`config.mk`:
```
export PLATFORM = sky130hd
export DESIGN_NAME = an_top
export DESIGN_NICKNAME = d
export VERILOG_FILES = /design/src/logic/an_pkg.sv /design/src/logic/an_lane.sv /design/src/logic/an_status_collect.sv /design/src/logic/an_top.sv /design/src/logic/lacr_match_detect.sv /design/src/logic/link_tick_gen.sv
export SDC_FILE = /design/constraint.sdc
export NUM_CORES = 1
export LEC_CHECK = 0
export ABC_AREA = 0
export BUFFER_PORTS_ARGS = -buffer_cell sky130_fd_sc_hd__buf_2
export CORE_UTILIZATION = 53
export DETAILED_ROUTE_END_ITERATION = 8
export PLACE_DENSITY = 0.84
export SLEW_MARGIN = 10
export SYNTH_ARGS = -nofsm -noshare
export SYNTH_HDL_FRONTEND = slang
export SYNTH_SLANG_ARGS = --single-unit
```
`constraint.sdc`:
```
create_clock -name rx_clk -period 3.49 [get_ports rx_clk]
set_input_delay 0.698 -clock rx_clk [delete_from_list [all_inputs] [get_ports rx_clk]]
set_output_delay 0.698 -clock rx_clk [all_outputs]
set_load 0.03 [all_outputs]
```
`src/logic/an_pkg.sv`:
```
// ~~~~~~~~~~~~~~~~~~~~
// Clause 37 auto-negotiation shared types
// Config word fields, lane status layout, lane FSM states
// ~~~~~~~~~~~~~~~~~~~~
package an_pkg;

   // 16-bit config register word as carried in /C/ ordered sets
   typedef logic [15:0] lacr_word_t;

   // Lane status, top bit down:
   // wdog disable, rf2, rf1, ability mismatch, in ack, in idle, link ok
   typedef logic [6:0] an_status_t;

   // Lane negotiation states
   typedef enum logic [2:0] {
      an_restart = 3'd0,   // Break link, link timer
      an_ability = 3'd1,   // Ability detect
      an_ack     = 3'd2,   // Ack detect and complete ack
      an_idle    = 3'd3,   // Idle, waits out one timer
      an_link_ok = 3'd4,   // Upper layers on
      an_abort   = 3'd5    // Negotiation given up
   } an_state_t;

   // Config word bit positions
   localparam int np_bit  = 15;   // Next page
   localparam int ack_bit = 14;   // Acknowledge
   localparam int rf2_bit = 13;   // Remote fault 2
   localparam int rf1_bit = 12;   // Remote fault 1
   localparam int ps2_bit = 8;    // Asym pause
   localparam int ps1_bit = 7;    // Sym pause
   localparam int hd_bit  = 6;    // Half duplex
   localparam int fd_bit  = 5;    // Full duplex

   // Local advertised abilities, reserved bits zero
   localparam lacr_word_t local_ability =
        (lacr_word_t'(1'b1) << fd_bit)    // Full duplex only
      | (lacr_word_t'(1'b0) << hd_bit)    // No half duplex
      | (lacr_word_t'(1'b0) << ps1_bit)   // No pause
      | (lacr_word_t'(1'b0) << ps2_bit)
      | (lacr_word_t'(1'b0) << rf1_bit)   // Remote fault never sent
      | (lacr_word_t'(1'b0) << rf2_bit)
      | (lacr_word_t'(1'b0) << np_bit);   // No next pages

endpackage

```
`src/logic/an_lane.sv`:
```
// ~~~~~~~~~~~~~~~~~~~~
// Clause 37 negotiation lane
// Restart, ability, ack, idle, link-ok FSM with link timer,
// watchdog abort and config word generation
// ~~~~~~~~~~~~~~~~~~~~
`timescale 1ns/1ps

module an_lane
   import an_pkg::*;
#(
   parameter int TIMER_TICKS = 10000      // Link timer in ticks
) (
   input  logic       rx_clk,
   input  logic       an_rst,
   input  logic       tick,
   input  logic       los,
   input  lacr_word_t lacr_in,
   input  logic       lacr_in_stb,
   output lacr_word_t lacr_out,
   output logic       lacr_send,
   output logic       operate,
   output an_status_t an_status
);

   localparam int TMR_W      = $clog2(TIMER_TICKS + 1);
   localparam int WDOG_TICKS = 8 * TIMER_TICKS;   // Eight link timers
   localparam int WDOG_W     = $clog2(WDOG_TICKS + 1);
   localparam lacr_word_t ACKED_ABILITY = local_ability | (lacr_word_t'(1'b1) << ack_bit);

   an_state_t         state;
   an_state_t         state_d;
   lacr_word_t        held_word;
   logic              match_ok;
   logic              breaklink_restart;
   logic              link_det;           // Partner words seen since los
   logic              abl_seen;           // Ability word captured
   logic              ack_seen;
   logic              consistent;         // Acked word equals ability word
   lacr_word_t        ability_word;       // Partner ability, ack forced
   logic              abl_capture;
   logic [TMR_W-1:0]  timer_cnt;
   logic              timer_done;
   logic              timer_load;
   logic [WDOG_W-1:0] wdog_cnt;
   logic              wdog_disable;
   logic              wdog_timeout;
   logic              progress;

   lacr_match_detect u_match (
      .rx_clk            (rx_clk),
      .an_rst            (an_rst),
      .restart_hold      (state == an_restart),
      .lacr_in           (lacr_in),
      .lacr_in_stb       (lacr_in_stb),
      .held_word         (held_word),
      .match_ok          (match_ok),
      .breaklink_restart (breaklink_restart)
   );

   always_ff @(posedge rx_clk) begin
      if (an_rst || los)
         link_det <= 1'b0;
      else if (lacr_in_stb)
         link_det <= 1'b1;
   end

   assign abl_capture = (state == an_ability) && match_ok && !held_word[ack_bit];

   // Ability capture and ack flags, cleared in restart
   always_ff @(posedge rx_clk) begin
      if (abl_capture) begin
         ability_word          <= held_word;
         ability_word[ack_bit] <= 1'b1;   // Compared against acked version
      end
   end

   always_ff @(posedge rx_clk) begin
      if (an_rst || state == an_restart) begin
         abl_seen   <= 1'b0;
         ack_seen   <= 1'b0;
         consistent <= 1'b0;
      end else begin
         if (abl_capture)
            abl_seen <= 1'b1;
         if (state == an_ack && match_ok && held_word[ack_bit]) begin
            ack_seen   <= 1'b1;
            consistent <= (held_word == ability_word);
         end else if (state == an_ack && ack_seen) begin
            consistent <= (held_word == ability_word);
         end
      end
   end

   // Next state
   always_comb begin
      state_d = state;
      case (state)
         an_restart: if (timer_done && link_det)
                        state_d = wdog_disable ? an_abort : an_ability;
         an_ability: if (abl_capture)
                        state_d = an_ack;
         an_ack:     if (timer_done && ack_seen)
                        state_d = consistent ? an_idle : an_restart;
         an_idle:    if (timer_done)
                        state_d = an_link_ok;   // No idle marker check
         an_link_ok,
         an_abort:   state_d = state;
         default:    state_d = an_restart;
      endcase
      if (los || (breaklink_restart && !wdog_disable) || wdog_timeout)
         state_d = an_restart;
   end

   always_ff @(posedge rx_clk) begin
      if (an_rst)
         state <= an_restart;
      else
         state <= state_d;
   end

   // Link timer, reloaded on entry to a timed state
   assign timer_load = (state_d != state) &&
                       (state_d == an_restart || state_d == an_ack || state_d == an_idle);
   assign timer_done = (timer_cnt == '0);

   always_ff @(posedge rx_clk) begin
      if (an_rst || timer_load)
         timer_cnt <= TMR_W'(TIMER_TICKS);
      else if (tick && !timer_done)
         timer_cnt <= timer_cnt - 1'b1;
   end

   // Watchdog over stalled negotiation
   assign progress     = (state_d > state) && (state != an_restart);
   assign wdog_timeout = (wdog_cnt == WDOG_W'(WDOG_TICKS));

   always_ff @(posedge rx_clk) begin
      if (an_rst || progress || los) begin
         wdog_cnt     <= '0;
         wdog_disable <= 1'b0;
      end else if (wdog_timeout) begin
         wdog_cnt     <= '0;
         wdog_disable <= 1'b1;            // Next pass ends in abort
      end else if (link_det && state != an_link_ok && !wdog_disable && tick) begin
         wdog_cnt <= wdog_cnt + 1'b1;
      end
   end

   // Registered outputs, one cycle behind state
   always_ff @(posedge rx_clk) begin
      if (an_rst) begin
         lacr_out  <= '0;                 // Break link
         lacr_send <= 1'b1;
         operate   <= 1'b0;
         an_status <= '0;
      end else begin
         lacr_send <= (state == an_restart) || (state == an_ability) || (state == an_ack);
         operate   <= (state == an_link_ok) || (state == an_abort);
         case (state)
            an_ability:     lacr_out <= local_ability;
            an_ack, an_idle: lacr_out <= ACKED_ABILITY;   // Idle keeps acked word
            default:        lacr_out <= '0;
         endcase
         an_status <= {wdog_disable, held_word[rf2_bit], held_word[rf1_bit],
                       abl_seen && !ability_word[fd_bit],
                       state == an_ack, state == an_idle, state == an_link_ok};
      end
   end

   // Operate only after a finished idle wait or a watchdog abort
   a_operate_state: assert property (@(posedge rx_clk) disable iff (an_rst)
      $rose(operate) |-> $past(state == an_idle || (state == an_restart && wdog_disable), 2))
      else $error("operate rose without idle or watchdog abort");

   a_state_legal: assert property (@(posedge rx_clk) disable iff (an_rst)
      state inside {an_restart, an_ability, an_ack, an_idle, an_link_ok, an_abort})
      else $error("illegal lane state");

endmodule

```
`src/logic/an_status_collect.sv`:
```
// ~~~~~~~~~~~~~~~~~~~~
// Lane status collector
// Registered count of operating lanes and all-up flag
// ~~~~~~~~~~~~~~~~~~~~
`timescale 1ns/1ps

module an_status_collect #(
   parameter int NUM_LANES = 4
) (
   input  logic                               rx_clk,
   input  logic                               an_rst,
   input  logic [NUM_LANES-1:0]               operate_in,   // Lane 0 in bit 0
   output logic [$clog2(NUM_LANES+1)-1:0]     lanes_up,
   output logic                               all_up
);

   localparam int CNT_W = $clog2(NUM_LANES + 1);

   logic [CNT_W-1:0] up_cnt;              // Combinational lane count

   // Population count over operate
   always_comb begin
      up_cnt = '0;
      for (int i = 0; i < NUM_LANES; i++) begin
         up_cnt = up_cnt + CNT_W'(operate_in[i]);
      end
   end

   always_ff @(posedge rx_clk) begin
      if (an_rst) begin
         lanes_up <= '0;
         all_up   <= 1'b0;
      end else begin
         lanes_up <= up_cnt;
         all_up   <= &operate_in;         // Every lane running
      end
   end

   // Summary outputs agree with each other
   a_all_up_count: assert property (@(posedge rx_clk) disable iff (an_rst)
      all_up |-> (lanes_up == CNT_W'(NUM_LANES)))
      else $error("all_up without full lane count");

endmodule

```
`src/logic/an_top.sv`:
```
// ~~~~~~~~~~~~~~~~~~~~
// Multi-lane 1000BASE-X auto-negotiation
// Shared tick, per-lane negotiation, status summary
// ~~~~~~~~~~~~~~~~~~~~
`timescale 1ns/1ps

module an_top
   import an_pkg::*;
#(
   parameter int NUM_LANES   = 4,
   parameter int TICK_DIV    = 125,       // rx_clk cycles per tick
   parameter int TIMER_TICKS = 10000      // 10 ms link timer
) (
   input  logic                            rx_clk,
   input  logic                            an_rst,
   input  logic       [NUM_LANES-1:0]      los,
   input  lacr_word_t [NUM_LANES-1:0]      lacr_in,
   input  logic       [NUM_LANES-1:0]      lacr_in_stb,
   output lacr_word_t [NUM_LANES-1:0]      lacr_out,
   output logic       [NUM_LANES-1:0]      lacr_send,
   output logic       [NUM_LANES-1:0]      operate,
   output an_status_t [NUM_LANES-1:0]      an_status,
   output logic [$clog2(NUM_LANES+1)-1:0]  lanes_up,
   output logic                            all_up
);

   logic tick;                            // Shared timer strobe

   link_tick_gen #(.TICK_DIV(TICK_DIV)) u_tick (
      .rx_clk (rx_clk),
      .an_rst (an_rst),
      .tick   (tick)
   );

   for (genvar i = 0; i < NUM_LANES; i++) begin : g_lane
      an_lane #(.TIMER_TICKS(TIMER_TICKS)) u_lane (
         .rx_clk      (rx_clk),
         .an_rst      (an_rst),
         .tick        (tick),
         .los         (los[i]),
         .lacr_in     (lacr_in[i]),
         .lacr_in_stb (lacr_in_stb[i]),
         .lacr_out    (lacr_out[i]),
         .lacr_send   (lacr_send[i]),
         .operate     (operate[i]),
         .an_status   (an_status[i])
      );
   end

   an_status_collect #(.NUM_LANES(NUM_LANES)) u_collect (
      .rx_clk     (rx_clk),
      .an_rst     (an_rst),
      .operate_in (operate),
      .lanes_up   (lanes_up),
      .all_up     (all_up)
   );

endmodule

```
`src/logic/lacr_match_detect.sv`:
```
// ~~~~~~~~~~~~~~~~~~~~
// Received config word filter
// Three identical words in a row give match_ok,
// three break-link words give breaklink_restart
// ~~~~~~~~~~~~~~~~~~~~
`timescale 1ns/1ps

module lacr_match_detect
   import an_pkg::*;
(
   input  logic       rx_clk,
   input  logic       an_rst,
   input  logic       restart_hold,       // Lane in an_restart
   input  lacr_word_t lacr_in,
   input  logic       lacr_in_stb,
   output lacr_word_t held_word,          // Last strobed word
   output logic       match_ok,
   output logic       breaklink_restart
);

   localparam logic [2:0] RUN_LEN = 3'd3; // Identical words needed

   logic       same_q;                    // Word equal to previous
   logic       diff_q;                    // Word differs from previous
   logic [2:0] run_cnt;                   // Identical words in current run
   logic [1:0] zero_cnt;                  // Consecutive break-link words

   // Previous word and compare flags, frozen in restart
   always_ff @(posedge rx_clk) begin
      if (an_rst) begin
         held_word <= '0;                 // Compare baseline
         same_q    <= 1'b0;
         diff_q    <= 1'b0;
      end else if (restart_hold) begin
         same_q <= 1'b0;
         diff_q <= 1'b0;
      end else begin
         if (lacr_in_stb)
            held_word <= lacr_in;
         same_q <= lacr_in_stb && (lacr_in == held_word);
         diff_q <= lacr_in_stb && (lacr_in != held_word);
      end
   end

   assign match_ok = (run_cnt == RUN_LEN);

   // Run counter, one pulse per three words
   always_ff @(posedge rx_clk) begin
      if (an_rst || restart_hold || breaklink_restart)
         run_cnt <= '0;
      else if (diff_q)
         run_cnt <= 3'd1;                 // New word opens a run
      else if (match_ok)
         run_cnt <= '0;
      else if (same_q)
         run_cnt <= run_cnt + 3'd1;
   end

   // Break-link detect, runs in every state
   always_ff @(posedge rx_clk) begin
      if (an_rst) begin
         zero_cnt          <= '0;
         breaklink_restart <= 1'b0;
      end else begin
         breaklink_restart <= 1'b0;
         if (lacr_in_stb) begin
            if (lacr_in == '0) begin
               if (zero_cnt == 2'd2) begin
                  zero_cnt          <= '0;   // Third zero word
                  breaklink_restart <= 1'b1;
               end else begin
                  zero_cnt <= zero_cnt + 2'd1;
               end
            end else begin
               zero_cnt <= '0;
            end
         end
      end
   end

   // Run count bounded and never overlapping a break-link restart
   a_run_bound: assert property (@(posedge rx_clk) disable iff (an_rst)
      !(match_ok && breaklink_restart) && (run_cnt <= RUN_LEN))
      else $error("match run overrun or match with break-link");

endmodule

```
`src/logic/link_tick_gen.sv`:
```
// ~~~~~~~~~~~~~~~~~~~~
// Link timer prescaler
// One-cycle tick every TICK_DIV clocks, shared by all lanes
// ~~~~~~~~~~~~~~~~~~~~
`timescale 1ns/1ps

module link_tick_gen #(
   parameter int TICK_DIV = 125           // 1 us at 125 MHz
) (
   input  logic rx_clk,
   input  logic an_rst,
   output logic tick
);

   localparam int DIV_W = (TICK_DIV > 1) ? $clog2(TICK_DIV) : 1;

   logic [DIV_W-1:0] div_cnt;             // Free-running phase

   always_ff @(posedge rx_clk) begin
      if (an_rst) begin
         div_cnt <= '0;
         tick    <= 1'b0;
      end else if (div_cnt == DIV_W'(TICK_DIV - 1)) begin
         div_cnt <= '0;                   // Wrap
         tick    <= 1'b1;
      end else begin
         div_cnt <= div_cnt + 1'b1;
         tick    <= 1'b0;
      end
   end

   // Lanes count ticks as single events
   a_tick_single: assert property (@(posedge rx_clk) disable iff (an_rst)
      tick |=> !tick)
      else $error("tick high on two consecutive cycles");

endmodule

```
==> reports/qor.csv <==
stage,metric,value,unit
cts,"Reg clk slew, reported paths",0.06,ns
place,dpl cells,2331,
critical_path,Crit-path slowest cell,or4_4,
detailed_routing,DRC errors left,0,
timing,Relative slew margins,26.0,%
synthesis,Post-synth top flop,dfxtp_1,
synthesis,Post-synth EDFFs,60,
place,I/O Buffers,121,
timing,RSZ-0062 raised after global routing,false,
detailed_routing,DR top layer,met4,
cells_and_area,area grow syn2layout,12.2,%
die,chip height,180,um
cells_and_area,sequential cell area,0.00797,sq mm
power_and_ir_drop,power per cell area,451,mW/mm^2
cts,Skew-Pair Late Insertion Delay,0.52,ns
critical_path,CP cell instances,"or4_4, or4_4, buf_4, o221a_2, or2_2, ha_1, nand3_1, o211a_1, or3_1",
hold_path,HP Class,in2reg,
synthesis,"FFs w/ async S/R, synth",0,%
cells_and_area,share of layout cells above drive strength 1,11.5,%
critical_path,CP peak stage delay,0.56,ns
synthesis,Synth warnings,0,
cells_and_area,Final Instance Count excl. Fillers,2401,
cts,clk sinks,368,
grt,total track usage,21.7,%
synthesis,Yosys reg bits,368,
detailed_routing,Vias/cell,5.50,
synthesis,Unique masters post-synth,72,
die,std cell rows,64,
grt,pin count of the biggest net entering global routing,62,
die,Die Wd,180,um
power_and_ir_drop,Switch Pwr,1840,uW
detailed_routing,Vias,13200,
grt,antenna violations before repair,0,
cts,H-tree depth,2,
synthesis,cells after synthesis,1856,
critical_path,WS Path Type,reg2reg,
cells_and_area,Inserted Diodes,0,
die,# IOs,178,
synthesis,mean post-synth cell area,9.09,sq um
cells_and_area,final core utilization,61.2,%
power_and_ir_drop,leakage,0.00705,uW
cells_and_area,Filler cells,2538,
cells_and_area,Nets,2087,
power_and_ir_drop,Gate power share,3.4,%
timing,Final period util,95.9,%
power_and_ir_drop,P_int,6680,uW
cts,buffer levels on the longest clock path,3,
detailed_routing,wire length on met2,17300,um
timing,endpoints failing setup,0,
critical_path,crit path DAT,3.74,ns
grt,vias in the first global route,12700,
critical_path,worst path required time,3.89,ns
cells_and_area,most frequent cells in the layout,"dfxtp_1 (308), nand2_1 (224), nor2_1 (214), xor2_1 (127), buf_2 (120)",
timing,Worst Clk Skew,0.0252,ns
critical_path,Worst path most repeated cell,or4_4,
die,initial core utilization,54.6,%
grt,first-pass GRT wire length,60000,um
detailed_routing,average wire per standard cell,14.9,um
critical_path,crit path launch type,register,
timing,Slew Limit Fails,0,
detailed_routing,Routed WL,35700,um
power_and_ir_drop,switching share of power,21.6,%
detailed_routing,Final ANT Viol Nets,0,
die,die area,0.0325,sq mm
detailed_routing,1st-iter DRT viols,789,
cells_and_area,footprint of the multi-input gates,0.00821,sq mm
cts,CTS tree,done,
cells_and_area,"commonest non-fill, non-tap cell in the layout",dfxtp_1,
critical_path,"Max FO, Critical Path",14,
timing,Tightest Pin Transition,1.11,ns
cts,CTS Buf Count,39,
place,HPWL after detailed placement,25000,um
timing,fin crit period,3.35,ns
power_and_ir_drop,sequential power share,50.5,%
timing,endpoints failing hold,0,
job,max-cap viol count,0,
detailed_routing,DRT Pass-1 Iters,5,
place,gpl congestion,0.912,
detailed_routing,WL met1,15400,um
power_and_ir_drop,Max VDD drop,0.000398,V
detailed_routing,WL met3,1940,um
timing,Fmax achieved,299,MHz
power_and_ir_drop,Clock Power Share,46.1,%
synthesis,Synth Cell Area,0.0169,sq mm
critical_path,Worst setup EP type,register,
cts,Root Buffer,clkbuf_16,
synthesis,sequential area share after synthesis,47.3,%
timing,Setup Total Neg Slack,0,ns
grt,GRT overflow,0,
outcome,status,completed,
die,Core Footprint,0.0309,sq mm
-- worst max-delay path, delay by kind of cell (launching register included) --
family / cells / cell delay (ns)
DFF: 1 / 0.35
AOI/OAI and AO/OA: 2 / 0.57
and+or+nand+nor: 5 / 1.87
adders and majority gates: 1 / 0.27
buffers and inverters: 1 / 0.17
-- power groups by stage --
stage / Sequential (uW) / Combinational (uW) / Clock (uW)
after global placement: 4400 / 278 / 0
after CTS: 4310 / 284 / 4010
after global routing: 4310 / 310 / 4190
final: 4310 / 288 / 3930
after detailed placement: 4400 / 281 / 0
after floorplan: 4400 / 223 / 0
-- registers in the layout, indices dropped and copies added, names as in the netlist, 12 cells and up --
name                             cells
g_lane.u_lane.wdog_cnt              68
g_lane.u_lane.ability_word          60
g_lane.u_lane.an_status             28
g_lane.u_lane.timer_cnt             56
g_lane.u_lane.u_match.run_cnt       12
g_lane.u_lane.state                 12
g_lane.u_lane.u_match.held_word     64
-- path summary, 6_finish.rpt --
| kind | endpoint | slack (ns) | depth (start not counted) | from |
|---|---|---|---|---|
| setup / recovery | g_lane[2].u_lane.timer_cnt[8]$_SDFFE_PP1P_ | 0.14 | 9 | g_lane[2].u_lane.timer_cnt[9]$_SDFFE_PP1P_ |
| hold / removal | g_lane[1].u_lane.link_det$_SDFFE_PP0P_ | 0.38 | 2 | los[1] |
| hold reg to reg | g_lane[0].u_lane.u_match.run_cnt[0]$_SDFFE_PP0P_ | 0.45 | 1 | g_lane[0].u_lane.u_match.breaklink_restart$_SDFF_PP0_ |
| setup reg to reg | g_lane[2].u_lane.timer_cnt[8]$_SDFFE_PP1P_ | 0.14 | 9 | g_lane[2].u_lane.timer_cnt[9]$_SDFFE_PP1P_ |
-- area by class of cell --
cell class                      count  area share [%]
Tap cell                          396            2.62
Sequential cell                   368            42.1
Clock buffer                       57            5.95
Multi-Input combinational cell   1366            43.4
Timing Repair Buffer              149            4.35
Inverter                           54            1.07
Clock inverter                     11           0.483
-- logic make-up (layout without fill, tap and decap cells) --
family | after synthesis | in the layout | synth area share [%]
AOI/OAI and AO/OA | 175 | 175 | 6.40
xor gates and xnor gates | 239 | 239 | 12.4
adders and majority gates | 35 | 35 | 2.64
buffers and inverters | 177 | 271 | 5.46
DFF | 368 | 368 | 47.3
muxes | 12 | 12 | 0.712
other | 1 | 56 | 0.0222
and+or+nand+nor | 849 | 849 | 25.1
-- through the flow --
step / cell area, sq um / worst slack (ns) / power, uW / hold slack [ns]
6_report: 18900 / 0.144 / 8530 / 0.382
2_1_floorplan: 17100 / 0.0235 / 4620 / 0.409
3_3_place_gp: 17700 / 0.172 / 4680 / 0.446
4_1_cts: 18900 / 0.0330 / 8600 / 0.365
5_1_grt: 18900 / 0.0124 / 8810 / 0.399
3_5_place_dp: 17700 / 0.0607 / 4680 / 0.443
-- synthesized netlist by cell type (36+ instances only) --
library cell | number | area, sq um
dfxtp_1 | 308 | 6170
nand2_1 | 224 | 841
nor2_1 | 215 | 807
xor2_1 | 127 | 1110
xnor2_1 | 112 | 981
a21oi_1 | 91 | 455
nor3_1 | 90 | 450
buf_4 | 64 | 480
edfxtp_1 | 60 | 1800
nor4_1 | 57 | 357
inv_1 | 53 | 199
nand4_1 | 51 | 319
clkbuf_1 | 46 | 173
nand3_1 | 36 | 180
-- per-layer routing --
layer	GRT usage, %	vias to the layer above
met5	0	-
met4	7.83	0
met3	3.42	83
met2	37.1	396
met1	27.6	6197
li1	-	6521
-- repair_timing --
item,4_1_cts,5_1_grt
buffers inserted,0,2
setup endpoints to repair,0,41
hold buffers,0,0
resized for setup,0,7
(Power assumes the default switching activity.)
